<file path="src/source/ooo_pkg.sv">
package ooo_pkg;

    localparam int xlen        = 32;
    localparam int reg_num     = 16;
    localparam int rob_size    = 8;
    localparam int rs_depth    = 4;   // entries per station
    localparam int mult_cycles = 4;   // start to bus request
    localparam int pc_step     = 4;

    typedef logic [3:0]                  reg_idx_t;
    typedef logic [xlen-1:0]             data_t;
    typedef logic [$clog2(rob_size)-1:0] rob_tag_t;

    // instruction word is {opcode, rd, rs1, rs2, imm16}, msb first
    typedef enum logic [3:0] {
        op_add  = 4'h0,
        op_sub  = 4'h1,
        op_and  = 4'h2,
        op_or   = 4'h3,
        op_xor  = 4'h4,
        op_sll  = 4'h5,
        op_addi = 4'h6,   // rs2 field unused
        op_mul  = 4'h7,
        op_mulh = 4'h8
    } opcode_t;

    typedef enum logic [2:0] {
        alu_add,
        alu_sub,
        alu_and,
        alu_or,
        alu_xor,
        alu_sll
    } alu_op_t;

    typedef enum logic {
        mult_low,    // product bits 31:0
        mult_high    // product bits 63:32
    } mult_op_t;

endpackage

</file>
<file path="src/source/completion_bus.sv">
`timescale 1ns/1ps

module completion_bus (
    input  logic              alu_req,
    input  ooo_pkg::rob_tag_t alu_tag,
    input  ooo_pkg::data_t    alu_value,
    input  logic              mult_req,
    input  ooo_pkg::rob_tag_t mult_tag,
    input  ooo_pkg::data_t    mult_value,
    output logic              alu_grant,
    output logic              mult_grant,
    output logic              cdb_valid,
    output ooo_pkg::rob_tag_t cdb_tag,
    output ooo_pkg::data_t    cdb_value
);

    // fixed priority, multiplier first
    assign mult_grant = mult_req;
    assign alu_grant  = alu_req && !mult_req;   // alu holds its result meanwhile

    assign cdb_valid = alu_req || mult_req;
    assign cdb_tag   = mult_req ? mult_tag : alu_tag;
    assign cdb_value = mult_req ? mult_value : alu_value;

    // at most one winner
    always_comb begin
        a_one_grant: assert #0 (!(alu_grant && mult_grant));
    end

endmodule

</file>
<file path="config.mk">
export PLATFORM = sky130hd
export DESIGN_NAME = completion_bus
export DESIGN_NICKNAME = d
export VERILOG_FILES = /design/src/source/ooo_pkg.sv /design/src/source/completion_bus.sv
export SDC_FILE = /design/constraint.sdc
export NUM_CORES = 1
export LEC_CHECK = 0
export BUFFER_PORTS_ARGS = -buffer_cell sky130_fd_sc_hd__buf_2
export CAP_MARGIN = 20
export CORE_MARGIN = 4
export CORE_UTILIZATION = 25
export DETAILED_ROUTE_END_ITERATION = 12
export PLACE_DENSITY = 0.81
export SYNTH_ARGS = -nofsm -noshare
export SYNTH_HDL_FRONTEND = slang
export SYNTH_SLANG_ARGS = --single-unit
</file>
<file path="constraint.sdc">
create_clock -name vclk -period 0.8
set_input_delay 0.04 -clock vclk [all_inputs]
set_output_delay 0.04 -clock vclk [all_outputs]
set_load 0.01 [all_outputs]
</file>
==> impl_metrics.ini, run 1 <==
[outcome]
status = finished clean

[sta]
setup_ws_ps = 3.70
drv_slew = 0
holdWs_ps = 361
rsz0062_at_grt = yes
fin_crit_ps = 796
tightest_slew_ps = 90.0
fin_tns_setup_ps = 0
hold_viol = 0
relSlewSlack_pct = 94.0
max_freq_mhz = 1260
post-route-period-util_pct = 99.5
setup_viol = 0

[finish]
seqCellArea_um2 = 0
final_nets = 227
fillCellCount = 213
layout_common_cells = 95 x buf_2, 28 x mux2_4, 14 x buf_6
fin_cells = 181
drive_gt1_share_pct = 99.3
final_common_cell = buf_2
final_util_pct = 59.6
n_clock_buffer = 0
layout-area-overhead-vs-synth_pct = 125
n_antenna_cell = 0
stdcell_area_mm2 = 0.00133
nFlopsAndLatches = 0

[synthesis]
synth_area_um2 = 591
ys_seq_area_share_pct = 0
synth.avg_cell_area_um2 = 14.1
ys_warn_count = 0
syn_nets = 114
synth.distinct_cells = 7
synth_cells = 42

[critical_path]
crit_start = mult_req
crit_required_ps = 760
crit_path_max_fanout = 8
cp-endpoint = cdb_value[0]
worstPathArrival_ps = 760
start_kind = input port
crit_path_end_kind = output pin
worstSetupPathType = in -> out

[floorplanning]
core_area_mm2 = 0.00223
std_cell_rows = 17
die_h_um = 56.6
pin_count = 110
die_area_mm2 = 0.00320
die_x_um = 56.6
initial_core_util_pct = 26.4

[routing]
highest_layer = met3
met3WireLength_um = 291
drt-met1-wl_um = 581
postRouteAntennaNets = 0
post_drt_wl_per_cell_um = 12.7
drc = 0
drt_wl_total_um = 2300
viasPerCell = 4.35
wl_met2_um = 1430
drt-initial-drc-count = 3
dr.pass1.iters = 2
vias = 788

[placed_design]
dpl_cell_area_mm2 = 0.00114
portBuffers = 110
place_ws_ps = -88.0
place_inst = 178
dp_hpwl_um = 1950
gp_routability_congestion = 0.641

[grt]
grt_max_degree = 11
antenna_found_initial = 0
grt_pass1_wl_um = 3530
grt_usage_pct = 13.1
grt_pass1_vias = 852
gr-total-overflow = 0

[power_and_ir_drop]
finalPower_uw = 821
power.density_mw_per_mm2 = 617
power.leakage_nw = 0.791
peakVddDrop_mv = 0.320

[clock_network]
hold_buffers = 0

[hold_path]
hp-class = in -> out

[flow_run]
max_cap_violations = 0
[cell usage after synthesis]
cell type	count	area [µm²]
or2_2	1	6.26
nor2b_1	1	6.26
buf_4	1	7.51
mux2_4	28	420
buf_12	3	60.1
buf_6	1	11.3
mux2_2	7	78.8
[report_power, final]
part	total, mW	internal [mW]	leakage [nW]	switching (mW)
Sequential	0	0	0	0
Clock	0	0	0	0
Combinational	0.821	0.542	0.791	0.279
[metal layers]
metal,vias to the layer above,global-route usage [%]
met3,0,2.99
met5,-,0
met2,45,30.4
met1,362,11.0
li1,381,-
met4,0,0
[how the worst min path moves through the flow]
stage / startpoint / end / depth (start not counted) / slack (ps)
2_1_floorplan: mult_req / mult_grant / 1 / 170
3_3_place_gp: alu_req / cdb_valid / 3 / 360
3_5_place_dp: alu_req / cdb_valid / 3 / 360
4_1_cts: alu_req / cdb_valid / 3 / 370
5_1_grt: alu_req / cdb_valid / 3 / 370
6_report: alu_req / cdb_valid / 3 / 360
[what timing repair did]
item,in CTS,in global routing
resized for setup,16,5
buffers inserted,0,0
endpoints found under the setup margin,36,10
cloned,3,0
pin swaps,0,0
[critical path: stages]
cell	delay, ps
buf_12	120
buf_12	130
mux2_2	340
buf_6	120
[final cells by class]
type / count / area, µm² / area share, %
multi-input cells: 37 / 512 / 38.5
well taps: 28 / 35.0 / 2.63
repair buffers: 116 / 783 / 58.9
[logic make-up after synthesis]
group	synth area share [%]
simple gates	2.12
buf+inv	13.3
mux	84.5
No activity file was read; power rests on OpenSTA's default activity.
==> inputs of run 2 (changes only) <==
--- a/config.mk
+++ b/config.mk
@@ -7,6 +7,7 @@
 export LEC_CHECK = 0
 export BUFFER_PORTS_ARGS = -buffer_cell sky130_fd_sc_hd__buf_2
 export CAP_MARGIN = 20
+export CORE_ASPECT_RATIO = 0.6
 export CORE_MARGIN = 4
 export CORE_UTILIZATION = 25
 export DETAILED_ROUTE_END_ITERATION = 12
==> impl_metrics.ini, run 2 (synthesis gave the netlist of run 1 again) <==
[finish]
nFlopsAndLatches = 0
multi_input_area_um2 = 519
n_antenna_cell = 0
final_nets = 227
layout_common_cells = 81 x buf_2, 30 x mux2_4, 28 x buf_6
drive_gt1_share_pct = 99.3
stdcell_area_mm2 = 0.00145
n_clock_buffer = 0
seqCellArea_um2 = 0
fillCellCount = 183
final_common_cell = buf_2
layout-area-overhead-vs-synth_pct = 145

[grt]
grt_usage_pct = 13.4
grt_max_degree = 8
grt_pass1_vias = 814
antenna_found_initial = 0
grt_pass1_wl_um = 3550
gr-total-overflow = 0

[floorplanning]
core_area_mm2 = 0.00221
std_cell_rows = 13
die_area_mm2 = 0.00323
die_x_um = 70.7
pin_count = 110
die_h_um = 45.7
initial_core_util_pct = 26.7

[sta]
rsz0062_at_grt = yes
holdWs_ps = 351
drv_slew = 0
max_freq_mhz = 1270
fin_crit_ps = 787
relSlewSlack_pct = 93.4
post-route-period-util_pct = 98.4
fin_tns_setup_ps = 0
setup_viol = 0
hold_viol = 0
tightest_slew_ps = 99.4

[flow_run]
max_cap_violations = 0

[critical_path]
path_cells = buf_16 > buf_12 > mux2_4 > buf_2
crit_required_ps = 760
cp_slowest_cell = mux2_4
crit_path_end_kind = output pin
cp_top_family = buffers and inverters
worstSetupPathType = in -> out
worstPathArrival_ps = 750
max_stage_delay_ps = 290
start_kind = input port
crit_buf_inv = 3
crit_path_max_fanout = 7

[power_and_ir_drop]
internal-power_uw = 618
clock_power_share_pct = 0
pwr-share-seq_pct = 0
finalPower_uw = 914
peakVddDrop_mv = 0.292
power.leakage_nw = 0.838
p_sw_share_pct = 32.4
pwr-share-comb_pct = 100.0
switchingPower_uw = 296
power.density_mw_per_mm2 = 631

[routing]
drt-initial-drc-count = 0
drc = 0
viasPerCell = 4.25
postRouteAntennaNets = 0
dr.pass1.iters = 1
vias = 777
drt_wl_total_um = 2450
post_drt_wl_per_cell_um = 13.4

[placed_design]
gp_routability_congestion = 0.645
dp_hpwl_um = 2090
portBuffers = 110
dpl_cell_area_mm2 = 0.00116

[clock_network]
hold_buffers = 0
cts_setup_buffers = 0

[outcome]
status = finished clean

[hold_path]
hp-class = in -> out
## run 2: cell count changes in the layout (fill, tap and decap cells not counted)
cell	delta
buf_16	+1
buf_2	-14
buf_4	-1
buf_6	+14
mux2_2	-2
mux2_4	+2
## run 2: area by class of cell
class              instances  area share [%]
well taps                 30            2.59
repair buffers           116            61.5
multi-input cells         37            35.9
## run 2: per-layer routing
layer / up-vias / wire (µm) / track usage (%) / part of all wire (%)
li1: 379 / - / - / -
met4: 0 / 0 / 0 / 0
met2: 46 / 1350 / 27.6 / 55
met1: 352 / 842 / 16.0 / 34
met3: 0 / 262 / 1.76 / 11
met5: - / 0 / 0 / 0
## run 2: power by group through the flow
stage	logic, mW	registers [mW]	clock network, mW
after global placement	0.690	0	0
after CTS	0.771	0	0
after floorplan	0.390	0	0
after detailed placement	0.701	0	0
after global routing	0.976	0	0
final	0.914	0	0
## run 2: stage by stage
stage                     setup slack, ps  instances  utilization, %
after floorplan                       124         42               -
after global placement              -93.2        180            52.4
after detailed placement             -100        180            52.4
after CTS                          -0.841        183            57.1
after global routing                -8.20        183            65.4
final                                12.6        183            65.4
## run 2: worst min-delay path, cell delays in order
cell and delay (ps):
buf_2 80, or2_2 100, buf_6 90
## run 2: what timing repair did
action,CTS,global route
gates cloned,3,0
resized for setup,8,31
endpoints found under the setup margin,36,26
hold endpoints to repair,0,0
## run 2: worst paths after layout
kind     start       endpoint  slack, ps  cells past startpoint
max   mult_req  cdb_value[15]         10                      4
min    alu_req      cdb_valid        350                      3
