`src/source/ooo_pkg.sv`:
```
package ooo_pkg;

    localparam int xlen        = 32;
    localparam int reg_num     = 16;
    localparam int rob_size    = 8;
    localparam int rs_depth    = 4;   // entries per station
    localparam int mult_cycles = 4;   // start to bus request
    localparam int pc_step     = 4;

    typedef logic [3:0]                  reg_idx_t;
    typedef logic [xlen-1:0]             data_t;
    typedef logic [$clog2(rob_size)-1:0] rob_tag_t;

    // instruction word is {opcode, rd, rs1, rs2, imm16}, msb first
    typedef enum logic [3:0] {
        op_add  = 4'h0,
        op_sub  = 4'h1,
        op_and  = 4'h2,
        op_or   = 4'h3,
        op_xor  = 4'h4,
        op_sll  = 4'h5,
        op_addi = 4'h6,   // rs2 field unused
        op_mul  = 4'h7,
        op_mulh = 4'h8
    } opcode_t;

    typedef enum logic [2:0] {
        alu_add,
        alu_sub,
        alu_and,
        alu_or,
        alu_xor,
        alu_sll
    } alu_op_t;

    typedef enum logic {
        mult_low,    // product bits 31:0
        mult_high    // product bits 63:32
    } mult_op_t;

endpackage

```
`src/source/mult_unit.sv`:
```
`timescale 1ns/1ps

module mult_unit (
    input  logic              clock,
    input  logic              reset,
    input  logic              start,
    input  ooo_pkg::mult_op_t op,
    input  ooo_pkg::data_t    a,
    input  ooo_pkg::data_t    b,
    input  ooo_pkg::rob_tag_t tag,
    output logic              busy,
    output logic              req,
    output ooo_pkg::rob_tag_t req_tag,
    output ooo_pkg::data_t    req_value,
    input  logic              grant
);
    import ooo_pkg::*;

    localparam int step_w = xlen / mult_cycles;   // multiplier bits per step

    typedef logic [$clog2(mult_cycles)-1:0] step_t;
    typedef logic [2*xlen-1:0]              wide_t;

    wide_t    mcand;
    wide_t    mcand_in;
    wide_t    prod;
    wide_t    sum;
    data_t    mplier;
    data_t    mplier_in;
    step_t    count;
    step_t    step;
    logic     running;
    logic     last;
    mult_op_t op_q;

    // first step runs in the start cycle off the raw operands
    assign mcand_in  = start ? wide_t'(a) : mcand;
    assign mplier_in = start ? b : mplier;
    assign step      = start ? '0 : count;
    assign last      = step == step_t'(mult_cycles - 1);
    assign sum       = (start ? wide_t'(0) : prod) + mcand_in * wide_t'(mplier_in[step_w-1:0]);
    assign busy      = running || (req && !grant);

    always_ff @(posedge clock) begin
        if (reset) begin
            running <= 1'b0;
            req     <= 1'b0;
        end else begin
            if (start || running) begin
                running <= !last;
            end
            if ((start || running) && last) begin
                req <= 1'b1;   // mult_cycles after start
            end else if (grant) begin
                req <= 1'b0;
            end
        end
    end

    // shift-and-add datapath
    always_ff @(posedge clock) begin
        if (start || running) begin
            prod   <= sum;
            mcand  <= mcand_in << step_w;
            mplier <= mplier_in >> step_w;
            count  <= step + step_t'(1);
        end
        if (start) begin
            op_q    <= op;
            req_tag <= tag;
        end
        if ((start || running) && last) begin
            req_value <= (op_q == mult_high) ? sum[2*xlen-1:xlen] : sum[xlen-1:0];
        end
    end

endmodule

```
`config.mk`:
```
export PLATFORM = sky130hd
export DESIGN_NAME = mult_unit
export DESIGN_NICKNAME = d
export VERILOG_FILES = /design/src/source/ooo_pkg.sv /design/src/source/mult_unit.sv
export SDC_FILE = /design/constraint.sdc
export NUM_CORES = 2
export LEC_CHECK = 0
export BUFFER_PORTS_ARGS = -buffer_cell sky130_fd_sc_hd__buf_2
export CAP_MARGIN = 20
export CORE_ASPECT_RATIO = 1.1
export CORE_UTILIZATION = 46
export CTS_CLUSTER_DIAMETER = 50
export DETAILED_ROUTE_END_ITERATION = 16
export PLACE_DENSITY = 0.62
export SETUP_SLACK_MARGIN = 0.1
export SLEW_MARGIN = 30
export SYNTH_ARGS = -nofsm -noshare
export SYNTH_HDL_FRONTEND = slang
export SYNTH_SLANG_ARGS = --single-unit
```
`constraint.sdc`:
```
create_clock -name clock -period 13.8 [get_ports clock]
set_input_delay 1.38 -clock clock [delete_from_list [all_inputs] [get_ports clock]]
set_output_delay 1.38 -clock clock [all_outputs]
set_load 0.02 [all_outputs]
```
==> flow_summary_export.csv <==
group,metric,value,unit
yosys,synth.cell_area,23200,µm²
floorplan,fp.dieH,238,µm
yosys,yosysWarnings,0,
critical_path,cp_cell_sequence,"buf_6 -> buf_4 -> nor2b_2 -> buf_4 -> a21oi_4 -> nor2_1 -> fa_1 -> fa_1 -> fa_1 -> inv_1 -> fa_1 -> inv_1 -> ha_1 -> nand4_1 -> nor4_1 -> nand3_1 -> o21ai_0 -> o21bai_1 -> o21ai_0 -> a311oi_1 -> xnor2_1 -> mux2_2",
critical_path,worst_r2r_path_depth,21,
routing,detailedRoute.firstIterationViolations,1036,
routing,antenna_violating_nets_post_route,0,
critical_path,r2r-start,"mplier[1]$_DFFE_PN_",
routing,drt-total-wl,64600,µm
sta,drv_slew,0,
sta,max_slew.worst_pin.slew,0.940,ns
yosys,postSynth.asyncResetShare,0,
yosys,yosys.cell_types.count,59,
clock_network,clk-insertion-delay-late,0.50,ns
yosys,ys_ff_latch,184,
routing,dr_total_vias,16445,
critical_path,crit_path_top_delay_cell,"buf_4",
grt,grt_antenna_before_repair,0,
cells_and_area,layout-drive-gt1-share,0.0947,
floorplan,die_area,51400,µm²
routing,routedWlPerCell,21.2,µm
grt,pin_count_of_the_biggest_net_entering_global_routing,115,
critical_path,critical_path.endpoint_type,"register",
clock_network,cts.htree.levels,4,
critical_path,critPathLaunchType,"primary input",
floorplan,placeableCoreArea,49900,µm²
sta,timing.final.hold_violations,0,
critical_path,highest_cell_delay_on_the_worst_timing_path,0.80,ns
sta,setup_tns,0,ns
yosys,post-synth-top-area-fraction,0.353,
floorplan,placementRows,86,
clock_network,clk_path_buf_depth,2,
clock_network,clockRootBuffer,"clkbuf_16",
yosys,synth.mux.area_fraction,0.0317,
sta,finClkSkew,0.0192,ns
yosys,synthAdderAreaFrac,0.393,
place,port_buffers,108,
yosys,main_combinational_cell_family_by_area_after_synthesis,"adder cells",
floorplan,design.portCount,109,
place,hpwl,50600,µm
yosys,synth_top_area_cell,"fa_1",
yosys,cell_count_after_synthesis,2323,
critical_path,setup.reg_to_reg.worst_slack,6.31,ns
grt,global_route.usage.total,0.266,
sta,setup-violations-final,0,
cells_and_area,areaGrowthSynthToFinish,8.05,%
critical_path,critical-path-top-delay-family,"adder cells",
hold_path,hold_end,"req$_SDFFE_PP0P_",
grt,grt_pass1_wl,103000,µm
hold_path,cell_depth_of_the_worst_min_delay_path,2,
yosys,synthesis.nets,2879,
clock_network,cts_num_sinks,184,
yosys,synth-compound-area-share,0.0602,
routing,drt-vias-per-instance,5.40,
place,globalplace.congestion,0.921,
run,max-cap-violations,0,
run_status,status,"completed",
yosys,synthesized_area_fraction_occupied_by_xor_and_xnor_cells,0.0260,
yosys,synthesis.area_per_instance,10.0,µm²
critical_path,worstPathMaxFanout,114,
critical_path,worstPathRequired,14.06,ns
routing,drt-pass1-iter-count,5,
critical_path,criticalPathCategory,"in -> reg",
critical_path,timing.critical_path.buf_inv,5,
grt,grt_pass1_vias,18033,
sta,timing.max_slew.rel_slack,0.373,
yosys,synth-simple-area-share,0.164,
yosys,synth_enable_flop_cells,182,
sta,maximum_frequency_from_static_timing_analysis,108,MHz
sta,timing.final.crit_share,0.672,
yosys,synth_top_flop_cell,"edfxtp_1",
clock_network,cts_buffer_count,17,
clock_network,clk_pin_slew,0.08,ns
sta,period_needed,9.28,ns
cells_and_area,design.final.nets,2930,
hold_path,min_delay_src,"req$_SDFFE_PP0P_",
cells_and_area,regArea,5510,µm²
clock_network,cts_repair_resize_count,0,
yosys,synth_seq_area_share,0.237,
critical_path,cp_data_arrival_time,9.54,ns
critical_path,critical_path.reg2reg.endpoint,"req_value[24]$_DFFE_PP_",
floorplan,die_width,216,µm
grt,globalRouteOverflowTotal,0,
sta,unrepaired_setup_endpoints_after_global_routing,"no",
clock_network,ctsHoldBuffers,0,
hold_path,hold_class,"reg -> reg",
floorplan,start_util,0.465,
critical_path,most_frequent_cp_cell,"fa_1",
yosys,synth.area.top_cells,"fa_1 (35%), edfxtp_1 (24%), inv_1 (7.3%)",
clock_network,setup_fix_buffers_added_after_clock_tree_synthesis,0,
routing,remaining_drc_errors,0,
clock_network,cts_tree,"built",
cells_and_area,layout.filler_cells,4626,
cells_and_area,multiInputGateArea,15800,µm²
logic make-up after synthesis:
kind of cell	after synthesis
AOI/OAI and AO/OA	216
xor gates and xnor gates	69
and+or+nand+nor	760
buffers and inverters	542
adders and majority gates	484
DFF	184
muxes	68
cell type report:
cell class | instances | share of cell area
Antenna cell | 1 | 0.0000997
Clock buffer | 18 | 0.0171
Clock inverter | 14 | 0.00783
Inverter | 450 | 0.0673
Multi-Input combinational cell | 1597 | 0.628
Sequential cell | 184 | 0.219
Tap cell | 660 | 0.0329
Timing Repair Buffer | 124 | 0.0274
metrics by stage:
stage | std cells | worst slack [ns] | utilization | hold slack, ns | area [µm²]
after floorplan | 2323 | 5.93 | - | 0.525 | 23200
after global placement | 3014 | 3.78 | 0.489 | 0.477 | 24400
after detailed placement | 3015 | 4.12 | 0.490 | 0.487 | 24500
after CTS | 3047 | 4.66 | 0.502 | 0.499 | 25100
after global routing | 3047 | 4.13 | 0.502 | 0.522 | 25100
final | 3048 | 4.52 | 0.503 | 0.496 | 25100
worst max-delay path by stage:
| stage | from | end | slack, ns | cells after the start |
|---|---|---|---|---|
| after floorplan | start | req_value[13]$_DFFE_PP_ | 5.93 | 25 |
| after global placement | start | req_value[13]$_DFFE_PP_ | 3.78 | 23 |
| after detailed placement | start | req_value[24]$_DFFE_PP_ | 4.12 | 22 |
| after CTS | start | req_value[24]$_DFFE_PP_ | 4.66 | 22 |
| after global routing | start | req_value[24]$_DFFE_PP_ | 4.13 | 22 |
| final | start | req_value[24]$_DFFE_PP_ | 4.52 | 22 |
Yosys cell counts (3+ instances only):
library cell  count
inv_1           450
fa_1            410
nand2_1         185
nor2_1          183
edfxtp_1        182
and2_1          165
clkbuf_1         85
a21oi_1          76
ha_1             74
nand2b_1         68
xnor2_1          50
and3_1           49
nor2b_1          45
mux2_2           44
o21ai_0          39
a21o_1           30
mux2i_1          24
xor2_1           19
nand3_1          18
nand4_1          14
o21bai_1         14
nor3_1           13
a31oi_1           8
or2_2             7
buf_1             6
o21a_1            6
or3_1             6
o31ai_1           5
a221oi_1          3
a41oi_1           3
o31a_1            3
state kept, by name (all words and copies together), names as in the netlist:
name	flops
req_tag	3
prod	64
op_q	1
req	1
running	1
mcand	56
mplier	24
count	2
req_value	32
per-layer routing:
metal / GRT usage / wire length (µm) / vias to the layer above
li1: - / - / 7320
met1: 0.347 / 26800 / 8514
met2: 0.449 / 32000 / 513
met3: 0.0372 / 3570 / 98
met4: 0.0982 / 2200 / 0
met5: 0 / 0 / -
cells in the final DEF, fill, tap and decap left out, types with 17 or more instances in the layout:
cell type / n
a21o_1: 30
a21oi_1: 70
clkbuf_16: 17
nor2_1: 183
fa_1: 410
nand2b_1: 68
nand3_1: 18
and3_1: 49
mux2_2: 44
buf_2: 107
o21ai_0: 39
mux2i_1: 24
xnor2_1: 50
inv_1: 449
edfxtp_1: 182
nor2b_1: 37
xor2_1: 19
and2_1: 165
ha_1: 74
nand2_1: 185
worst reg2reg max path, delay by kind of cell, from the launching register on:
family	cells	cell delay (ns)
multiplexers	1	0.28
flip-flops	1	0.41
AND/OR/NAND/NOR	6	1.83
XOR/XNOR	1	0.22
buffers and inverters	4	0.55
adder cells (fa/ha/maj)	5	2.49
AO/OA/AOI/OAI	4	1.47
Power is left out: the tool's default activity adds up to more than one toggle a clock period on the data nets, which glitch-free logic cannot reach.
