$ cat src/source/ooo_pkg.sv
package ooo_pkg;

    localparam int xlen        = 32;
    localparam int reg_num     = 16;
    localparam int rob_size    = 8;
    localparam int rs_depth    = 4;   // entries per station
    localparam int mult_cycles = 4;   // start to bus request
    localparam int pc_step     = 4;

    typedef logic [3:0]                  reg_idx_t;
    typedef logic [xlen-1:0]             data_t;
    typedef logic [$clog2(rob_size)-1:0] rob_tag_t;

    // instruction word is {opcode, rd, rs1, rs2, imm16}, msb first
    typedef enum logic [3:0] {
        op_add  = 4'h0,
        op_sub  = 4'h1,
        op_and  = 4'h2,
        op_or   = 4'h3,
        op_xor  = 4'h4,
        op_sll  = 4'h5,
        op_addi = 4'h6,   // rs2 field unused
        op_mul  = 4'h7,
        op_mulh = 4'h8
    } opcode_t;

    typedef enum logic [2:0] {
        alu_add,
        alu_sub,
        alu_and,
        alu_or,
        alu_xor,
        alu_sll
    } alu_op_t;

    typedef enum logic {
        mult_low,    // product bits 31:0
        mult_high    // product bits 63:32
    } mult_op_t;

endpackage

$ cat src/source/reorder_buffer.sv
`timescale 1ns/1ps

module reorder_buffer (
    input  logic                                   clock,
    input  logic                                   reset,
    input  logic                                   alloc,
    input  ooo_pkg::reg_idx_t                      alloc_idx,
    input  ooo_pkg::data_t                         alloc_npc,
    output logic                                   rob_full,
    output ooo_pkg::rob_tag_t                      rob_tail,
    output logic [ooo_pkg::rob_size-1:0]           rob_done,
    output ooo_pkg::data_t [ooo_pkg::rob_size-1:0] rob_value,
    input  logic                                   cdb_valid,
    input  ooo_pkg::rob_tag_t                      cdb_tag,
    input  ooo_pkg::data_t                         cdb_value,
    output logic                                   commit_valid,
    output ooo_pkg::reg_idx_t                      commit_idx,
    output ooo_pkg::data_t                         commit_data,
    output ooo_pkg::data_t                         commit_npc,
    output ooo_pkg::rob_tag_t                      commit_tag
);
    import ooo_pkg::*;

    logic [rob_size-1:0]       valid;
    reg_idx_t                  dest [rob_size];
    data_t                     npc  [rob_size];
    rob_tag_t                  head;
    rob_tag_t                  tail;
    logic [$clog2(rob_size):0] count;
    logic                      retire;   // done head leaves this cycle

    assign rob_full = count == rob_size;
    assign rob_tail = tail;
    assign retire   = valid[head] && rob_done[head];

    //////////////////////////////////////////////////
    // pointers and status bits
    always_ff @(posedge clock) begin
        if (reset) begin
            valid        <= '0;
            rob_done     <= '0;
            head         <= '0;
            tail         <= '0;
            count        <= '0;
            commit_valid <= 1'b0;
        end else begin
            commit_valid <= retire;
            if (cdb_valid) begin
                rob_done[cdb_tag] <= 1'b1;
            end
            if (retire) begin
                valid[head] <= 1'b0;
                head        <= head + 1'b1;
            end
            if (alloc) begin
                valid[tail]    <= 1'b1;
                rob_done[tail] <= 1'b0;
                tail           <= tail + 1'b1;   // wraps at rob_size
            end
            count <= count + alloc - retire;
        end
    end

    //////////////////////////////////////////////////
    // entry payload and commit register
    always_ff @(posedge clock) begin
        if (cdb_valid) begin
            rob_value[cdb_tag] <= cdb_value;
        end
        if (alloc) begin
            dest[tail] <= alloc_idx;
            npc[tail]  <= alloc_npc;
        end
        if (retire) begin
            commit_idx  <= dest[head];
            commit_data <= (dest[head] == '0) ? '0 : rob_value[head];   // r0 reports zero
            commit_npc  <= npc[head];
            commit_tag  <= head;
        end
    end

    a_cdb_live_entry: assert property (@(posedge clock) disable iff (reset)
        cdb_valid |-> valid[cdb_tag]);

endmodule

$ cat config.mk
export PLATFORM = sky130hd
export DESIGN_NAME = reorder_buffer
export DESIGN_NICKNAME = d
export VERILOG_FILES = /design/src/source/ooo_pkg.sv /design/src/source/reorder_buffer.sv
export SDC_FILE = /design/constraint.sdc
export NUM_CORES = 1
export LEC_CHECK = 0
export ABC_AREA = 1
export BUFFER_PORTS_ARGS = -buffer_cell sky130_fd_sc_hd__buf_2
export CORE_UTILIZATION = 59
export CTS_BUF_LIST = sky130_fd_sc_hd__clkbuf_8
export DETAILED_ROUTE_END_ITERATION = 10
export GPL_ROUTABILITY_DRIVEN = 0
export PLACE_DENSITY_LB_ADDON = 0.3
export SYNTH_ARGS = -nofsm -noshare
export SYNTH_HDL_FRONTEND = slang
export SYNTH_SLANG_ARGS = --single-unit
$ cat constraint.sdc
create_clock -name clock -period 5.2 [get_ports clock]
set_clock_uncertainty 0.2 [all_clocks]
set_input_delay 1.04 -clock clock [delete_from_list [all_inputs] [get_ports clock]]
set_output_delay 1.04 -clock clock [all_outputs]
set_load 0.02 [all_outputs]
==> impl_metrics.tcl <==
set metrics [dict create \
    status "complete, no violations" \
    syn_avg_cell_area_um2 13.6 \
    worstHoldPathCells 2 \
    overflow 0 \
    grt.total_usage 0.317 \
    num_io_pins 415 \
    post-dp-hpwl_mm 41.5 \
    dieHeight_um 205 \
    wl_met2_mm 32.5 \
    worstSetupStartpoint "head[0]" \
    power_w 0.0103 \
    syn_area_mm2 0.0244 \
    area_growth_pct 18.0 \
    rr_worst_depth 14 \
    finalMaxSlewViolations 0 \
    worstSkewPairLatency_ns 0.65 \
    power_density_mw_per_mm2 356 \
    grt_pass1_wl_mm 97.9 \
    htreeDepth 3 \
    clkPwrFrac 0.370 \
    setup_viol 0 \
    nNetsFinal 2321 \
    seq_power_share 0.575 \
    die_w_um 205 \
    finalCritPeriodShare 0.788 \
    relSlewSlack 0.155 \
    grt_max_degree 174 \
    worstPathArrival_ns 4.40 \
    syn-instance-count 1792 \
    ctsResizeCount 0 \
    synth_fp_nets 1875 \
    tightest_slew_ns 1.26 \
    clockBufferDepth 3 \
    holdCritPathClass "reg -> reg" \
    cts_inserted_buffers 98 \
    cp.required_ns 5.50 \
    synth_warnings 0 \
    path_clk_slew_ns 0.06 \
    critPathCaptureType "register" \
    drc 0 \
    vias 16700 \
    nFillCells 2746 \
    drt_iter0_markers 1768 \
    rsz0062_at_grt "no" \
    final.min_clock_period_ns 4.10 \
    cts_hold_buf 0 \
    cts_tree "yes" \
    start_util 0.598 \
    core_area_mm2 0.0408 \
    fin_setup_tns_ns 0 \
    hp-start "valid[1]" \
    p_switching_w 0.00235 \
    critPathKind "reg -> reg" \
    pwr-share-comb 0.055 \
    post_cts_buffers 0 \
    cts.sinks 645 \
    p_leak_nw 10.6 \
    ir_drop_mv 0.280 \
    fmaxAchievable_mhz 244 \
    root_buffer "clkbuf_8" \
    ys_seq_area_frac 0.781 \
    p_int_w 0.00791 \
    avgViaCountPerCell 5.88 \
    timing.rr.start "head[0]" \
    synth_seq_cells 645 \
    antenna_found_initial 4 \
    dieArea_mm2 0.0422 \
    wirelength_mm 67.1 \
    sw_frac_of_total 0.229 \
    hold_violations 0 \
    hold_end "valid[1]" \
    highest_layer "met5" \
    rows 74 \
    port_buffers 414 \
    grt_pass1_vias 16300 \
    worstPathMaxFanout 173 \
    reg2reg_to "count[1]" \
    critPathLaunchType "register" \
    met3_length_mm 7.44 \
    cap_violations 0 \
    drive_gt1_frac 0.269 \
    synth.distinct_cells 30 \
    r2r_setup_slack_ns 1.10 \
    drtPass1Iterations 7 \
    wl_per_cell_um 23.6 \
    postRouteAntennaNets 0 \
    met1_length_mm 24.2 \
]
placed cells by master (no fill, tap or decap):
cell | synthesis | final
edfxtp_1 | 615 | 615
nor2_1 | 455 | 439
buf_2 | 33 | 414
o21ai_0 | 225 | 225
clkbuf_8 | 0 | 103
inv_1 | 56 | 91
nand2_1 | 62 | 62
o22ai_1 | 62 | 62
o21ai_1 | 61 | 61
o2111ai_1 | 32 | 32
nor2_2 | 31 | 29
dfxtp_1 | 30 | 29
nand3_1 | 25 | 25
clkinv_1 | 0 | 24
buf_4 | 3 | 24
nor2_4 | 2 | 20
a21oi_1 | 13 | 13
inv_2 | 11 | 10
clkinv_2 | 1 | 8
ha_1 | 7 | 7
diode_2 | 0 | 3
nand2_4 | 3 | 3
nand4_1 | 2 | 2
inv_4 | 1 | 2
clkinvlp_4 | 0 | 2
bufinv_16 | 0 | 2
nand2_2 | 1 | 1
mux2i_1 | 1 | 1
inv_8 | 0 | 1
xnor2_1 | 1 | 1
xor2_1 | 1 | 1
fa_1 | 1 | 1
dfxtp_4 | 0 | 1
buf_12 | 0 | 1
worst max-delay path: stages, from the launching register on:
cell and delay [ns]:
dfxtp_4 1.02, inv_8 0.55, nand2_1 0.19, nand3_1 0.10
nand2_1 0.13, inv_2 0.05, nand2_4 0.10, nand2_4 0.10
inv_4 0.33, ha_1 0.32, inv_1 0.06, ha_1 0.18
fa_1 0.43, inv_1 0.06, nor2_1 0.04
synthesized netlist by cell type:
| master | n | area share |
|---|---|---|
| o21ai_0 | 225 | 0.046 |
| nand2_1 | 62 | 0.0095 |
| nor2_1 | 455 | 0.070 |
| buf_1 | 7 | 0.0011 |
| inv_1 | 56 | 0.0086 |
| xnor2_1 | 1 | 0.00036 |
| nand3_1 | 25 | 0.0051 |
| nand4_1 | 2 | 0.00051 |
| fa_1 | 1 | 0.00082 |
| buf_2 | 33 | 0.0068 |
| inv_2 | 11 | 0.0017 |
| clkinv_2 | 1 | 0.00020 |
| nand2_2 | 1 | 0.00026 |
| buf_6 | 6 | 0.0028 |
| o2111ai_1 | 32 | 0.011 |
| nor2_4 | 2 | 0.00092 |
| mux2i_1 | 1 | 0.00041 |
| ha_1 | 7 | 0.0036 |
| nand2_4 | 3 | 0.0014 |
| a21oi_1 | 13 | 0.0027 |
| edfxtp_1 | 615 | 0.76 |
| buf_4 | 3 | 0.00092 |
| o21ai_1 | 61 | 0.013 |
| clkbuf_1 | 42 | 0.0065 |
| o22ai_1 | 62 | 0.016 |
| inv_4 | 1 | 0.00026 |
| dfxtp_1 | 30 | 0.025 |
| nor2_2 | 31 | 0.0079 |
| xor2_1 | 1 | 0.00036 |
| clkbuf_2 | 2 | 0.00041 |
worst max-delay path by stage:
stage                to  depth (start not counted)  slack, ns
4_1_cts        count[1]                         14       1.15
2_1_floorplan  count[2]                         15       1.65
5_1_grt        count[1]                         14       0.80
3_5_place_dp   count[1]                         14       1.19
3_3_place_gp   count[1]                         14       1.29
6_report       count[1]                         14       1.10
metal layers:
metal / vias to the layer above / global-route usage
li1: 7395 / -
met1: 8154 / 0.400
met2: 1020 / 0.510
met3: 166 / 0.0895
met4: 6 / 0.147
met5: - / 0
power by group through the flow:
stage	Sequential (W)	Combinational (W)	Clock, W
global route	0.00591	0.000606	0.00406
detailed placement	0.00601	0.000559	0
global placement	0.00600	0.000542	0
floorplan	0.00608	0.000219	0
finish	0.00590	0.000562	0.00380
CTS	0.00590	0.000561	0.00383
per-stage QoR:
step | hold slack (ns) | instance area [um^2] | utilization | std cells | setup WS, ns
floorplan | 0.207 | 24400 | - | 1792 | 1.65
global placement | 0.248 | 27000 | 0.662 | 2669 | 1.29
detailed placement | 0.260 | 27000 | 0.662 | 2669 | 1.19
CTS | 0.269 | 28800 | 0.705 | 2843 | 1.15
global route | 0.294 | 28800 | 0.705 | 2844 | 0.795
finish | 0.266 | 28800 | 0.706 | 2847 | 1.10
cells by family after synthesis:
| group | Yosys count | share of synthesized area |
|---|---|---|
| compound gates | 393 | 0.0887 |
| xor+xnor | 2 | 0.000718 |
| fa+ha+maj | 8 | 0.00441 |
| buf+inv | 162 | 0.0292 |
| flops | 645 | 0.781 |
| mux | 1 | 0.000410 |
| simple gates | 581 | 0.0956 |
state kept, by name (all words and copies together) (netlist names), 4 cells and up, named ones only:
name,cells
commit_npc,32
commit_data,32
rob_done,8
valid,8
count,4
commit_idx,4
dest,32
npc,256
rob_value,256
area by class of cell:
| cell class | count | area, um^2 | area share |
|---|---|---|---|
| tap | 532 | 666 | 0.0231 |
| inverter | 69 | 272 | 0.00942 |
| multi-input combinational | 985 | 4760 | 0.165 |
| timing repair buffer | 439 | 2270 | 0.0789 |
| sequential | 645 | 19100 | 0.662 |
| clock inverter | 71 | 337 | 0.0117 |
| antenna | 3 | 7.51 | 0.000261 |
| clock buffer | 103 | 1420 | 0.0492 |
No activity file was read; power rests on OpenSTA's default activity.
