**src/source/ooo_pkg.sv**
```systemverilog
package ooo_pkg;

    localparam int xlen        = 32;
    localparam int reg_num     = 16;
    localparam int rob_size    = 8;
    localparam int rs_depth    = 4;   // entries per station
    localparam int mult_cycles = 4;   // start to bus request
    localparam int pc_step     = 4;

    typedef logic [3:0]                  reg_idx_t;
    typedef logic [xlen-1:0]             data_t;
    typedef logic [$clog2(rob_size)-1:0] rob_tag_t;

    // instruction word is {opcode, rd, rs1, rs2, imm16}, msb first
    typedef enum logic [3:0] {
        op_add  = 4'h0,
        op_sub  = 4'h1,
        op_and  = 4'h2,
        op_or   = 4'h3,
        op_xor  = 4'h4,
        op_sll  = 4'h5,
        op_addi = 4'h6,   // rs2 field unused
        op_mul  = 4'h7,
        op_mulh = 4'h8
    } opcode_t;

    typedef enum logic [2:0] {
        alu_add,
        alu_sub,
        alu_and,
        alu_or,
        alu_xor,
        alu_sll
    } alu_op_t;

    typedef enum logic {
        mult_low,    // product bits 31:0
        mult_high    // product bits 63:32
    } mult_op_t;

endpackage

```
**src/source/dispatch_unit.sv**
```systemverilog
`timescale 1ns/1ps

module dispatch_unit (
    input  logic                                   clock,
    input  logic                                   reset,
    input  logic                                   inst_req,
    input  logic [31:0]                            inst_data,
    output logic                                   inst_ack,
    output ooo_pkg::reg_idx_t                      rs1_idx,
    output ooo_pkg::reg_idx_t                      rs2_idx,
    input  ooo_pkg::data_t                         rs1_value,
    input  ooo_pkg::data_t                         rs2_value,
    input  logic                                   rs1_busy,
    input  logic                                   rs2_busy,
    input  ooo_pkg::rob_tag_t                      rs1_tag,
    input  ooo_pkg::rob_tag_t                      rs2_tag,
    input  logic [ooo_pkg::rob_size-1:0]           rob_done,
    input  ooo_pkg::data_t [ooo_pkg::rob_size-1:0] rob_value,
    input  logic                                   rob_full,
    input  ooo_pkg::rob_tag_t                      rob_tail,
    output logic                                   alloc,
    output ooo_pkg::reg_idx_t                      alloc_idx,
    output ooo_pkg::data_t                         alloc_npc,
    output logic                                   alu_load,
    output logic                                   mult_load,
    input  logic                                   alu_full,
    input  logic                                   mult_full,
    output ooo_pkg::alu_op_t                       alu_op,
    output ooo_pkg::mult_op_t                      mult_op,
    output logic                                   src1_ready,
    output logic                                   src2_ready,
    output ooo_pkg::data_t                         src1_value,
    output ooo_pkg::data_t                         src2_value,
    output ooo_pkg::rob_tag_t                      src1_tag,
    output ooo_pkg::rob_tag_t                      src2_tag
);
    import ooo_pkg::*;

    opcode_t     opcode;
    reg_idx_t    rd;
    logic [15:0] imm;
    logic        to_mult;   // target station select
    logic        fire;      // dispatch this cycle
    data_t       pc;

    assign opcode  = opcode_t'(inst_data[31:28]);
    assign rd      = inst_data[27:24];
    assign rs1_idx = inst_data[23:20];
    assign rs2_idx = inst_data[19:16];
    assign imm     = inst_data[15:0];

    // opcode to station and operation
    always_comb begin
        to_mult = 1'b0;
        alu_op  = alu_add;
        mult_op = mult_low;
        case (opcode)
            op_sub:  alu_op = alu_sub;
            op_and:  alu_op = alu_and;
            op_or:   alu_op = alu_or;
            op_xor:  alu_op = alu_xor;
            op_sll:  alu_op = alu_sll;
            op_mul:  to_mult = 1'b1;
            op_mulh: begin
                to_mult = 1'b1;
                mult_op = mult_high;
            end
            default: alu_op = alu_add;   // add, addi
        endcase
    end

    // register value, finished rob value, or wait on tag
    always_comb begin
        src1_ready = 1'b1;
        src1_value = rs1_value;
        src1_tag   = rs1_tag;
        if (rs1_busy) begin
            src1_ready = rob_done[rs1_tag];
            src1_value = rob_value[rs1_tag];
        end
    end

    always_comb begin
        src2_ready = 1'b1;
        src2_value = rs2_value;
        src2_tag   = rs2_tag;
        if (opcode == op_addi) begin
            src2_value = {{(xlen-16){imm[15]}}, imm};   // sign-extended imm
        end else if (rs2_busy) begin
            src2_ready = rob_done[rs2_tag];
            src2_value = rob_value[rs2_tag];
        end
    end

    assign fire      = inst_req && !inst_ack && !rob_full && !(to_mult ? mult_full : alu_full);
    assign alloc     = fire;
    assign alloc_idx = rd;
    assign alloc_npc = pc + data_t'(pc_step);
    assign alu_load  = fire && !to_mult;
    assign mult_load = fire && to_mult;

    // ack side of the four-phase handshake, pc count
    always_ff @(posedge clock) begin
        if (reset) begin
            inst_ack <= 1'b0;
            pc       <= '0;
        end else if (fire) begin
            inst_ack <= 1'b1;
            pc       <= alloc_npc;
        end else if (!inst_req) begin
            inst_ack <= 1'b0;   // req seen low
        end
    end

    // ack is registered, so the req behind it is one sample back
    a_ack_needs_req: assert property (@(posedge clock) disable iff (reset)
        $rose(inst_ack) |-> $past(inst_req));

    // a source never waits on the entry it is allocating
    a_no_self_wait: assert property (@(posedge clock) disable iff (reset)
        fire |-> (src1_ready || src1_tag != rob_tail) && (src2_ready || src2_tag != rob_tail));

endmodule

```
**config.mk**
```make
export PLATFORM = sky130hd
export DESIGN_NAME = dispatch_unit
export DESIGN_NICKNAME = d
export VERILOG_FILES = /design/src/source/ooo_pkg.sv /design/src/source/dispatch_unit.sv
export SDC_FILE = /design/constraint.sdc
export NUM_CORES = 1
export LEC_CHECK = 0
export BUFFER_PORTS_ARGS = -buffer_cell sky130_fd_sc_hd__buf_2
export CAP_MARGIN = 5
export CORE_AREA = 3 3 196 198
export DETAILED_ROUTE_END_ITERATION = 12
export DIE_AREA = 0 0 199 201
export SLEW_MARGIN = 10
export SYNTH_ARGS = -nofsm -noshare
export SYNTH_HDL_FRONTEND = slang
export SYNTH_SLANG_ARGS = --single-unit
```
**constraint.sdc**
```tcl
create_clock -name clock -period 2.2 [get_ports clock]
set_input_delay 0.11 -clock clock [delete_from_list [all_inputs] [get_ports clock]]
set_output_delay 0.11 -clock clock [all_outputs]
set_load 0.02 [all_outputs]
```
==> parameters.txt <==
Parameter                              Value

Outcome
  Result of the run    finished with violations
  Failing checks    setup timing

Detailed routing
  DRC errors left    0
  Average routed wire per standard cell    between 20 and 25 µm
  DR vias/cell    5.08
  Detail Route Antenna Nets    0
  Total number of vias    between 8000 and 9000
  Total iterations of the first detailed-routing run    5
  Count of routing violations after the opening detailed-route iteration    roughly 740
  Post-Route WL    between 30000 and 40000 µm

Cells and area
  Proportion of layout cells with a drive suffix above 1    around 61%
  Nets    approximately 1600
  Area delta synth->final    53.8%
  Design area    around 10000 µm²
  Count of fill cells added during filler insertion    3874

STA
  Minimum clock period    approximately 2.3 ns
  Hold Worst Slack    0.110 ns
  Clk_skew    between 0.005 and 0.006 ns
  Period utilization    103%
  Worst-margin pin slew    0.663 ns
  Fmax    0.441 GHz
  Crit path setup slack, layout    -0.0682 ns
  Final setup vio count    4
  Remaining max-slew budget at the tightest pin    between 50% and 60%
  Post-Route Setup TNS    -0.156 ns
  Count of pins over their slew limit    0
  RSZ-0062 raised after global routing    true
  Final hold vios    0

Synth
  Number of storage elements in the synthesis netlist    31
  Number of warnings printed during yosys synthesis    0
  Prevailing post-synth register cell    dfxtp_1
  Number of flops mapped to enable cells by yosys    0
  Area share of the largest cell type after synthesis    38.0%
  Mapped Area    between 6000 and 7000 µm²
  Number of different library cells in the post-synthesis netlist    53
  Leading cell types by total area after synthesis    mux4_2, mux2i_1, dfxtp_1
  Mean Syn Cell Area    between 9 and 10 µm²
  Leading area contributor after synthesis    mux4_2
  Asr flop ratio synth    0%
  Sequential cell area fraction in the yosys report    9.10%
  Count of mapped cells out of synthesis    between 700 and 800

Power and ir drop
  Total power after layout    roughly 0.0032 W
  Share of total power consumed by net switching    38.7%
  Cell Pwr Density    308 nW/µm²
  Relative contribution of the clock network to total power    22.5%
  Sequential group share of total power    17.5%
  Share of power burned in combinational logic    60.0%
  Max IR drop VDD    ~200 µV
  Pleak    4.67 nW
  Cell internal pwr    0.00198 W
  Switching power    approximately 0.0012 W

Global route
  First-pass GRT wire length    between 50000 and 60000 µm
  Number of global-route vias before repair    between 8000 and 9000
  Global-route met2 utilization    29.4%
  Global router's overall resource usage    around 16%
  Met1 global-route usage    around a fifth
  Global route total overflow    0
  GR met3 Demand/Resource    around 2.7%
  Top Usage Layer GRT    met2
  Maximum number of pins on one net before global-route repair    53
  Initial antenna violation count    11

Worst setup path
  Reg-to-reg slack, setup    0.01 ns
  Critical path, cell by cell    nand3_2, or4_4, or4_4, nor2_2, xor2_1, buf_4
  Required time reported for the critical path endpoint    2.09 ns
  Worst path arrival time    roughly 2.2 ns
  Cell repeated most along the worst path    or4_4
  Sort of element at the start of the critical path    flop
  Largest driver fanout on the critical path    7
  Kind of end point of the critical path    output pin
  Kind of cell adding the most delay to the critical path    simple AND/OR/NAND/NOR gates
  Slowest stage cell on the critical path    or4_4
  Critical path's largest stage delay    0.53 ns
  Crit path buf inv count    1
  Crit Path Class    reg2out

CTS
  Clock root buffer    clkbuf_16
  Clk sinks    31
  Maximum buffer depth of the clock tree    2
  Level count of the clock H-tree    2
  Clk Latency, worst-skew pair    0.28 ns
  CTS Hold Buffers Added    0
  CTS clk-pin slew, worst paths    approximately 0.050 ns
  Cts bufs inserted    5
  TritonCTS clock tree    built

Floorplanning
  Area inside the core boundary    about 37000 µm²
  Initial core utilization    18.6%
  Vertical die dimension    ~200 µm
  Num ports    501
  Overall die area    around 40000 µm²
  Placement row count    70
  Die Wd    about 200 µm

Placed design
  Number of buffer cells added on primary ports    around 470
  Setup slack after placement    -0.0194 ns
  Final estimated routing congestion in global placement    0.960
  HPWL reported at the end of detailed placement    between 30000 and 40000 µm
  Post-DP Area    roughly 10000 µm²

Min path
  Worst hold-check path type    in2reg

Flow run
  Maximum capacitance violations    0
## worst register-to-register path, stage by stage, from the launching register on
cell	delay (ns)
dfxtp_4	0.34
nand3_2	0.07
or4_4	0.53
or4_4	0.50
buf_4	0.17
or4_1	0.39
a21oi_1	0.12
## layer usage
metal  wire length [µm]  part of all wire (%)  up-vias
met5                 27                 0.076        -
met4               1060                   3.0        4
met3               2980                   8.5       72
met2              17700                    50      532
met1              13600                    38     4108
li1                   -                     -     3824
## registers in the layout, summed over array words and instances, names as in the netlist
name,cells
pc,30
inst_ack,1
## worst paths after layout
path              startpoint       endpoint  cells after the start
hold reg to reg     inst_ack       inst_ack                      2
setup / recovery       pc[9]  alloc_npc[31]                      6
hold / removal      inst_req       inst_ack                      3
setup reg to reg       pc[9]         pc[29]                      6
## power groups by stage
stage	Sequential [W]	Combinational, W	Clock (W)
after CTS	0.000565	0.00194	0.000742
after floorplan	0.000578	0.00109	0
after global placement	0.000577	0.00191	0
after detailed placement	0.000577	0.00193	0
after global routing	0.000565	0.00207	0.000768
final	0.000565	0.00194	0.000725
## kinds of logic after synthesis
group                    synth area share [%]
buffers and inverters                    6.99
adder cells (fa/ha/maj)                 0.183
flip-flops                               9.10
other                                  0.0550
XOR/XNOR                                 3.98
AO/OA/AOI/OAI                            14.5
AND/OR/NAND/NOR                          14.9
multiplexers                             50.3
## metrics by stage
stage          util, %  cells
6_report          28.6   1680
5_1_grt           28.6   1676
4_1_cts           28.2   1671
3_5_place_dp      27.5   1660
3_3_place_gp      27.5   1660
2_1_floorplan        -    726
## final cells by class
class,instances,area (µm²),share of cell area [%]
timing repair buffer,565,3210,30.6
sequential,31,637,6.07
tap,468,586,5.58
multi-input combinational,596,5860,55.9
antenna,6,15.0,0.143
clock buffer,8,156,1.49
inverter,6,26.3,0.251
## cell usage after synthesis (3+ instances only)
cell type,n
o211ai_1,17
mux2i_1,83
a21oi_1,59
buf_4,20
nor2_1,46
nand4_1,13
clkbuf_1,45
nor3_1,5
or4_1,5
nor4_1,3
mux4_2,115
xor2_1,14
buf_1,18
nand3b_1,3
nand3_1,12
o21ai_0,47
nand2_1,47
or3_1,16
nand2b_1,17
a22oi_1,17
or3_2,3
nor2b_1,4
dfxtp_1,31
xnor2_1,17
o31ai_1,8
a31oi_1,17
inv_1,6
buf_2,6
## what timing repair did
| action | CTS | global route |
|---|---|---|
| setup endpoints to repair | 12 | 35 |
| buffers inserted | 3 | 3 |
| gates resized for setup | 20 | 27 |
| pin swaps | 2 | 9 |
## cell usage in the layout, fill, tap and decap left out, drive strengths merged, types with 3 or more instances in the layout
cell and count:
a21oi 59, a22oi 17, a31oi 17, and3 3, buf 565, clkbuf 8, dfxtp 31, diode 6
inv 5, mux2i 83, mux4 115, nand2 47, nand2b 17, nand3 14, nand3b 3, nand4 13
nor2 46, nor2b 4, nor3 5, nor4 3, o211ai 17, o21ai 47, o31ai 8, or3 19
or4 8, xnor2 17, xor2 14
Note: power is estimated with default switching activity, not from simulation.
