<file path="src/source/ooo_pkg.sv">
package ooo_pkg;

    localparam int xlen        = 32;
    localparam int reg_num     = 16;
    localparam int rob_size    = 8;
    localparam int rs_depth    = 4;   // entries per station
    localparam int mult_cycles = 4;   // start to bus request
    localparam int pc_step     = 4;

    typedef logic [3:0]                  reg_idx_t;
    typedef logic [xlen-1:0]             data_t;
    typedef logic [$clog2(rob_size)-1:0] rob_tag_t;

    // instruction word is {opcode, rd, rs1, rs2, imm16}, msb first
    typedef enum logic [3:0] {
        op_add  = 4'h0,
        op_sub  = 4'h1,
        op_and  = 4'h2,
        op_or   = 4'h3,
        op_xor  = 4'h4,
        op_sll  = 4'h5,
        op_addi = 4'h6,   // rs2 field unused
        op_mul  = 4'h7,
        op_mulh = 4'h8
    } opcode_t;

    typedef enum logic [2:0] {
        alu_add,
        alu_sub,
        alu_and,
        alu_or,
        alu_xor,
        alu_sll
    } alu_op_t;

    typedef enum logic {
        mult_low,    // product bits 31:0
        mult_high    // product bits 63:32
    } mult_op_t;

endpackage

</file>
<file path="src/source/reservation_station.sv">
`timescale 1ns/1ps

module reservation_station #(
    parameter type payload_t = logic
) (
    input  logic              clock,
    input  logic              reset,
    input  logic              load,
    input  payload_t          payload,
    input  logic              src1_ready,
    input  logic              src2_ready,
    input  ooo_pkg::data_t    src1_value,
    input  ooo_pkg::data_t    src2_value,
    input  ooo_pkg::rob_tag_t src1_tag,
    input  ooo_pkg::rob_tag_t src2_tag,
    input  ooo_pkg::rob_tag_t dest_tag,
    output logic              full,
    input  logic              busy,
    output logic              issue,
    output payload_t          issue_payload,
    output ooo_pkg::data_t    issue_a,
    output ooo_pkg::data_t    issue_b,
    output ooo_pkg::rob_tag_t issue_tag,
    input  logic              cdb_valid,
    input  ooo_pkg::rob_tag_t cdb_tag,
    input  ooo_pkg::data_t    cdb_value
);
    import ooo_pkg::*;

    typedef logic [$clog2(rs_depth)-1:0] slot_t;

    logic [rs_depth-1:0] valid;
    logic [rs_depth-1:0] rdy1;
    logic [rs_depth-1:0] rdy2;
    payload_t            op   [rs_depth];
    data_t               val1 [rs_depth];
    data_t               val2 [rs_depth];
    rob_tag_t            tag1 [rs_depth];
    rob_tag_t            tag2 [rs_depth];
    rob_tag_t            dest [rs_depth];
    slot_t               age  [rs_depth];   // 0 is youngest, kept dense
    slot_t               free_slot;
    slot_t               sel;
    logic                found;

    assign full = &valid;

    // lowest empty slot
    always_comb begin
        free_slot = '0;
        for (int i = rs_depth - 1; i >= 0; i--) begin
            if (!valid[i]) begin
                free_slot = slot_t'(i);
            end
        end
    end

    // oldest entry with both operands
    always_comb begin
        found = 1'b0;
        sel   = '0;
        for (int i = 0; i < rs_depth; i++) begin
            if (valid[i] && rdy1[i] && rdy2[i] && (!found || age[i] > age[sel])) begin
                found = 1'b1;
                sel   = slot_t'(i);
            end
        end
    end

    assign issue         = found && !busy;
    assign issue_payload = op[sel];
    assign issue_a       = val1[sel];
    assign issue_b       = val2[sel];
    assign issue_tag     = dest[sel];

    always_ff @(posedge clock) begin
        if (reset) begin
            valid <= '0;
        end else begin
            for (int i = 0; i < rs_depth; i++) begin
                if (valid[i] && !rdy1[i] && cdb_valid && tag1[i] == cdb_tag) begin
                    rdy1[i] <= 1'b1;   // wakeup
                    val1[i] <= cdb_value;
                end
                if (valid[i] && !rdy2[i] && cdb_valid && tag2[i] == cdb_tag) begin
                    rdy2[i] <= 1'b1;
                    val2[i] <= cdb_value;
                end
                // older than the issued one moves down, load pushes all up
                if (valid[i]) begin
                    age[i] <= age[i] + slot_t'(load) - slot_t'(issue && age[i] > age[sel]);
                end
            end
            if (issue) begin
                valid[sel] <= 1'b0;
            end
            if (load) begin
                valid[free_slot] <= 1'b1;
                op[free_slot]    <= payload;
                tag1[free_slot]  <= src1_tag;
                tag2[free_slot]  <= src2_tag;
                dest[free_slot]  <= dest_tag;
                age[free_slot]   <= '0;
                // catch a result broadcast in the load cycle
                rdy1[free_slot]  <= src1_ready || (cdb_valid && cdb_tag == src1_tag);
                rdy2[free_slot]  <= src2_ready || (cdb_valid && cdb_tag == src2_tag);
                val1[free_slot]  <= src1_ready ? src1_value : cdb_value;
                val2[free_slot]  <= src2_ready ? src2_value : cdb_value;
            end
        end
    end

    a_no_load_full: assert property (@(posedge clock) disable iff (reset)
        load |-> !full);

endmodule

</file>
<file path="config.mk">
export PLATFORM = sky130hd
export DESIGN_NAME = reservation_station
export DESIGN_NICKNAME = d
export VERILOG_FILES = /design/src/source/ooo_pkg.sv /design/src/source/reservation_station.sv
export SDC_FILE = /design/constraint.sdc
export NUM_CORES = 1
export LEC_CHECK = 0
export ABC_CLOCK_PERIOD_IN_PS = 7410
export BUFFER_PORTS_ARGS = -buffer_cell sky130_fd_sc_hd__buf_2
export CELL_PAD_IN_SITES_DETAIL_PLACEMENT = 1
export CELL_PAD_IN_SITES_GLOBAL_PLACEMENT = 1
export CORE_MARGIN = 2
export CORE_UTILIZATION = 49
export DETAILED_ROUTE_END_ITERATION = 10
export PLACE_DENSITY = 0.9
export SLEW_MARGIN = 10
export SYNTH_ARGS = -nofsm -noshare
export SYNTH_HDL_FRONTEND = slang
export SYNTH_SLANG_ARGS = --single-unit
</file>
<file path="constraint.sdc">
create_clock -name clock -period 7.41 [get_ports clock]
set_input_delay 1.482 -clock clock [delete_from_list [all_inputs] [get_ports clock]]
set_output_delay 1.482 -clock clock [all_outputs]
set_load 0.01 [all_outputs]
</file>
==> summary.json <==
{
  "outcome": {
    "outcome": "completed"
  },
  "logic_synthesis": {
    "synth_edf_count": 304,
    "synthArstFlopShare_pct": 0,
    "synth-simple-area-share_pct": 4.08,
    "cell_count_after_synthesis": 1148,
    "avgSynthCellArea_um2": 14.1,
    "mappedNetlistArea_um2": 16200,
    "synthesis.nets": 1282,
    "synth-main-ff-cell": "sky130_fd_sc_hd__edfxtp_1",
    "synth.distinct_cells": 48,
    "share_of_synthesized_area_occupied_by_flip_flops_and_latches_pct": 57.7,
    "synth-seq-cells": 316,
    "yosysWarnings": 0,
    "post_synth_fa_ha_maj_area_fraction_pct": 1.39,
    "synth_compound_gate_area_share_pct": 8.97,
    "synthXorXnorAreaFrac_pct": 1.83,
    "synth_top_family_by_area": "multiplexers",
    "post_synth_mux_area_share_pct": 22.2
  },
  "floorplan": {
    "total_i_o_pin_count": 186,
    "design.core.area_um2": 32600,
    "std_cell_rows": 66,
    "die_height_um": 186,
    "initial_utilization_pct": 49.8,
    "fp.dieArea_um2": 34600,
    "die_width_um": 186
  },
  "worst_setup_path": {
    "endpoint_kind": "output pin",
    "crit_required_ps": 5930,
    "setup.worst_path.start_class": "flop",
    "critical_path.slowest_cell": "sky130_fd_sc_hd__buf_4",
    "largest_driver_fanout_on_the_critical_path": 48,
    "r2r_slack_ps": 700,
    "critical_path_cell_sequence": "inv_1 -> ha_1 -> nor2b_1 -> o21ai_1 -> a21o_4 -> a21oi_1 -> ha_1 -> nor2b_1 -> a2bb2oi_1 -> o21bai_4 -> buf_4 -> nand2_1 -> nand2_1 -> ha_1 -> nor2b_1 -> o21ai_0 -> a21oi_4 -> buf_4 -> a211oi_1 -> a21o_1 -> buf_2",
    "rr_endpoint": "age[0][1]",
    "criticalPathCategory": "reg2out",
    "reg2regPathDepth": 28,
    "crit-reg2reg-launch": "age[0][1]",
    "slowest_delay_ps": 510,
    "worstPathArrival_ps": 5550
  },
  "placement": {
    "hpwlAfterDp_um": 28700,
    "placement_cell_area_um2": 17400,
    "globalplace.congestion": 0.857,
    "port-buffer-count": 185
  },
  "clock_tree": {
    "cts_post_setup_buffers_inserted": 0,
    "longest_clk_path_bufs": 3,
    "cts_made_buffers": 35,
    "clock_latency_ps": 510,
    "clk_pin_slew_worst_paths_ps": 60,
    "cts_tree": "yes",
    "htreeDepth": 2,
    "cts_num_sinks": 316,
    "root_buffer": "sky130_fd_sc_hd__clkbuf_16"
  },
  "global_route": {
    "first_global_vias": 11522,
    "pin_count_of_the_biggest_net_entering_global_routing": 68,
    "grt_first_pass_wirelength_um": 69800,
    "antenna_found_initial": 6,
    "global_route.overflow_total": 0,
    "grt_use_total_pct": 27.1
  },
  "sta": {
    "unrepaired_setup_endpoints_after_global_routing": "no",
    "slew_violations": 0,
    "min_period_ps": 7030,
    "max_freq_mhz": 142,
    "fin_setup_tns_ps": 0,
    "final.period_utilization_pct": 94.9,
    "fin_hold_viols": 0,
    "finalHoldWorstSlack_ps": 533,
    "tightestPinTransition_ps": 1140,
    "worst_slew_margin_rel_pct": 23.8,
    "final.setup_skew_ps": 6.91,
    "report.final.setup_viol": 0
  },
  "pwr": {
    "power_density_nw_per_um2": 223,
    "irDropWorstVdd_mv": 0.145,
    "power_leakage_nw": 7.27
  },
  "job": {
    "drv_cap": 0
  },
  "cells_and_area": {
    "nets": 1441,
    "post_route_cells_drive_above_1_share_pct": 39.3,
    "register_area_um2": 9370,
    "multi_input_area_um2": 6330,
    "final_area_um2": 18500,
    "fillCellCount": 3197,
    "area_growth_syn_to_layout_pct": 13.8
  },
  "route": {
    "drtAntennaViolNets": 0,
    "routed_wirelength_um": 46600,
    "drcViolationCount": 0,
    "route.vias.total": 10825,
    "detail_route.iter0.violations": 904,
    "drt_pass1_iterations": 5,
    "wire_per_inst_um": 26.2,
    "route.detailed.vias_per_inst": 6.09
  },
  "hold_path": {
    "hold-path-endpoint": "age[2][0]",
    "holdCritPathClass": "reg2reg",
    "min_path_cells": 2,
    "launch_point_of_the_worst_hold_path": "age[2][0]"
  }
}
[per-layer routing]
metal | vias up | global-route usage [%] | routed length, um
li1 | 4730 | - | -
met1 | 5543 | 33.9 | 18600
met2 | 443 | 46.7 | 23500
met3 | 107 | 4.44 | 2810
met4 | 2 | 11.2 | 1620
met5 | - | 0 | 11
[report_power, final]
group	switching, mW	internal, mW
Clock	0.715	0.947
Combinational	0.238	0.180
Sequential	0.0217	2.01
[sequential cells by signal, summed over array words and instances (netlist names), 8 cells and up]
signal,flops
age,8
dest,12
tag1,12
val1,128
val2,128
tag2,12
[synthesized netlist by cell type, types with 18 or more instances]
cell type	count	area, um^2
sky130_fd_sc_hd__edfxtp_1	304	9130
sky130_fd_sc_hd__mux2_2	248	2790
sky130_fd_sc_hd__nor2_1	89	334
sky130_fd_sc_hd__mux2i_1	70	701
sky130_fd_sc_hd__a21o_1	69	518
sky130_fd_sc_hd__a211oi_1	68	510
sky130_fd_sc_hd__buf_2	36	180
sky130_fd_sc_hd__xor2_1	28	245
sky130_fd_sc_hd__buf_4	24	180
sky130_fd_sc_hd__a21oi_1	23	115
sky130_fd_sc_hd__inv_1	22	82.6
sky130_fd_sc_hd__nand2_1	19	71.3
sky130_fd_sc_hd__ha_1	18	225
[worst max path at each step]
| stage | from | to | slack, ps |
|---|---|---|---|
| after floorplan | age[0][1] | age[3][1] | 1470 |
| after global placement | age[0][1] | age[0][1] | 1320 |
| after detailed placement | age[0][1] | age[0][1] | 900 |
| after CTS | age[0][1] | issue_b[7] | 320 |
| after global routing | age[0][1] | issue_a[16] | 20 |
| final | age[0][1] | issue_a[16] | 380 |
[through the flow]
step | utilization, % | cells | power [mW] | setup slack [ps]
floorplan | - | 1148 | 2.31 | 1470
global placement | 53.3 | 1712 | 2.44 | 1320
detailed placement | 53.3 | 1712 | 2.47 | 903
CTS | 56.6 | 1772 | 4.12 | 319
global route | 56.6 | 1776 | 4.22 | 16.4
finish | 56.6 | 1778 | 4.11 | 375
[critical path, delay by kind of cell (launching register included)]
kind | cells | cell delay [ps]
flip-flops | 1 | 460
adder cells (fa/ha/maj) | 3 | 930
buffers and inverters | 4 | 1040
AO/OA/AOI/OAI | 9 | 1980
AND/OR/NAND/NOR | 5 | 590
[cells by family after synthesis]
kind of cell | count (synthesis)
buf+inv | 102
xor+xnor | 34
simple gates | 148
compound gates | 202
flops | 316
fa+ha+maj | 18
mux | 328
[layout make-up]
| class | count | share of cell area [%] |
|---|---|---|
| inverters | 22 | 0.447 |
| clock inverters | 13 | 0.501 |
| repair buffers | 202 | 5.72 |
| clock buffers | 47 | 5.22 |
| diodes | 6 | 0.0813 |
| well taps | 442 | 2.99 |
| flip-flops and latches | 316 | 50.7 |
| multi-input cells | 730 | 34.3 |
[cells in the final DEF (no fill, tap or decap), types with 17 or more instances in the layout]
| cell type | synthesis | final |
|---|---|---|
| sky130_fd_sc_hd__edfxtp_1 | 304 | 304 |
| sky130_fd_sc_hd__mux2_2 | 248 | 248 |
| sky130_fd_sc_hd__buf_2 | 36 | 185 |
| sky130_fd_sc_hd__nor2_1 | 89 | 81 |
| sky130_fd_sc_hd__mux2i_1 | 70 | 70 |
| sky130_fd_sc_hd__a211oi_1 | 68 | 68 |
| sky130_fd_sc_hd__a21o_1 | 69 | 68 |
| sky130_fd_sc_hd__clkbuf_16 | 0 | 37 |
| sky130_fd_sc_hd__xor2_1 | 28 | 28 |
| sky130_fd_sc_hd__a21oi_1 | 23 | 23 |
| sky130_fd_sc_hd__inv_1 | 22 | 22 |
| sky130_fd_sc_hd__ha_1 | 18 | 18 |
| sky130_fd_sc_hd__nand2_1 | 19 | 17 |
[timing repair]
item	CTS	global route
hold buffers	0	0
endpoints found under the setup margin	0	8
resized for setup	0	1
No activity file was read; power rests on OpenSTA's default activity.
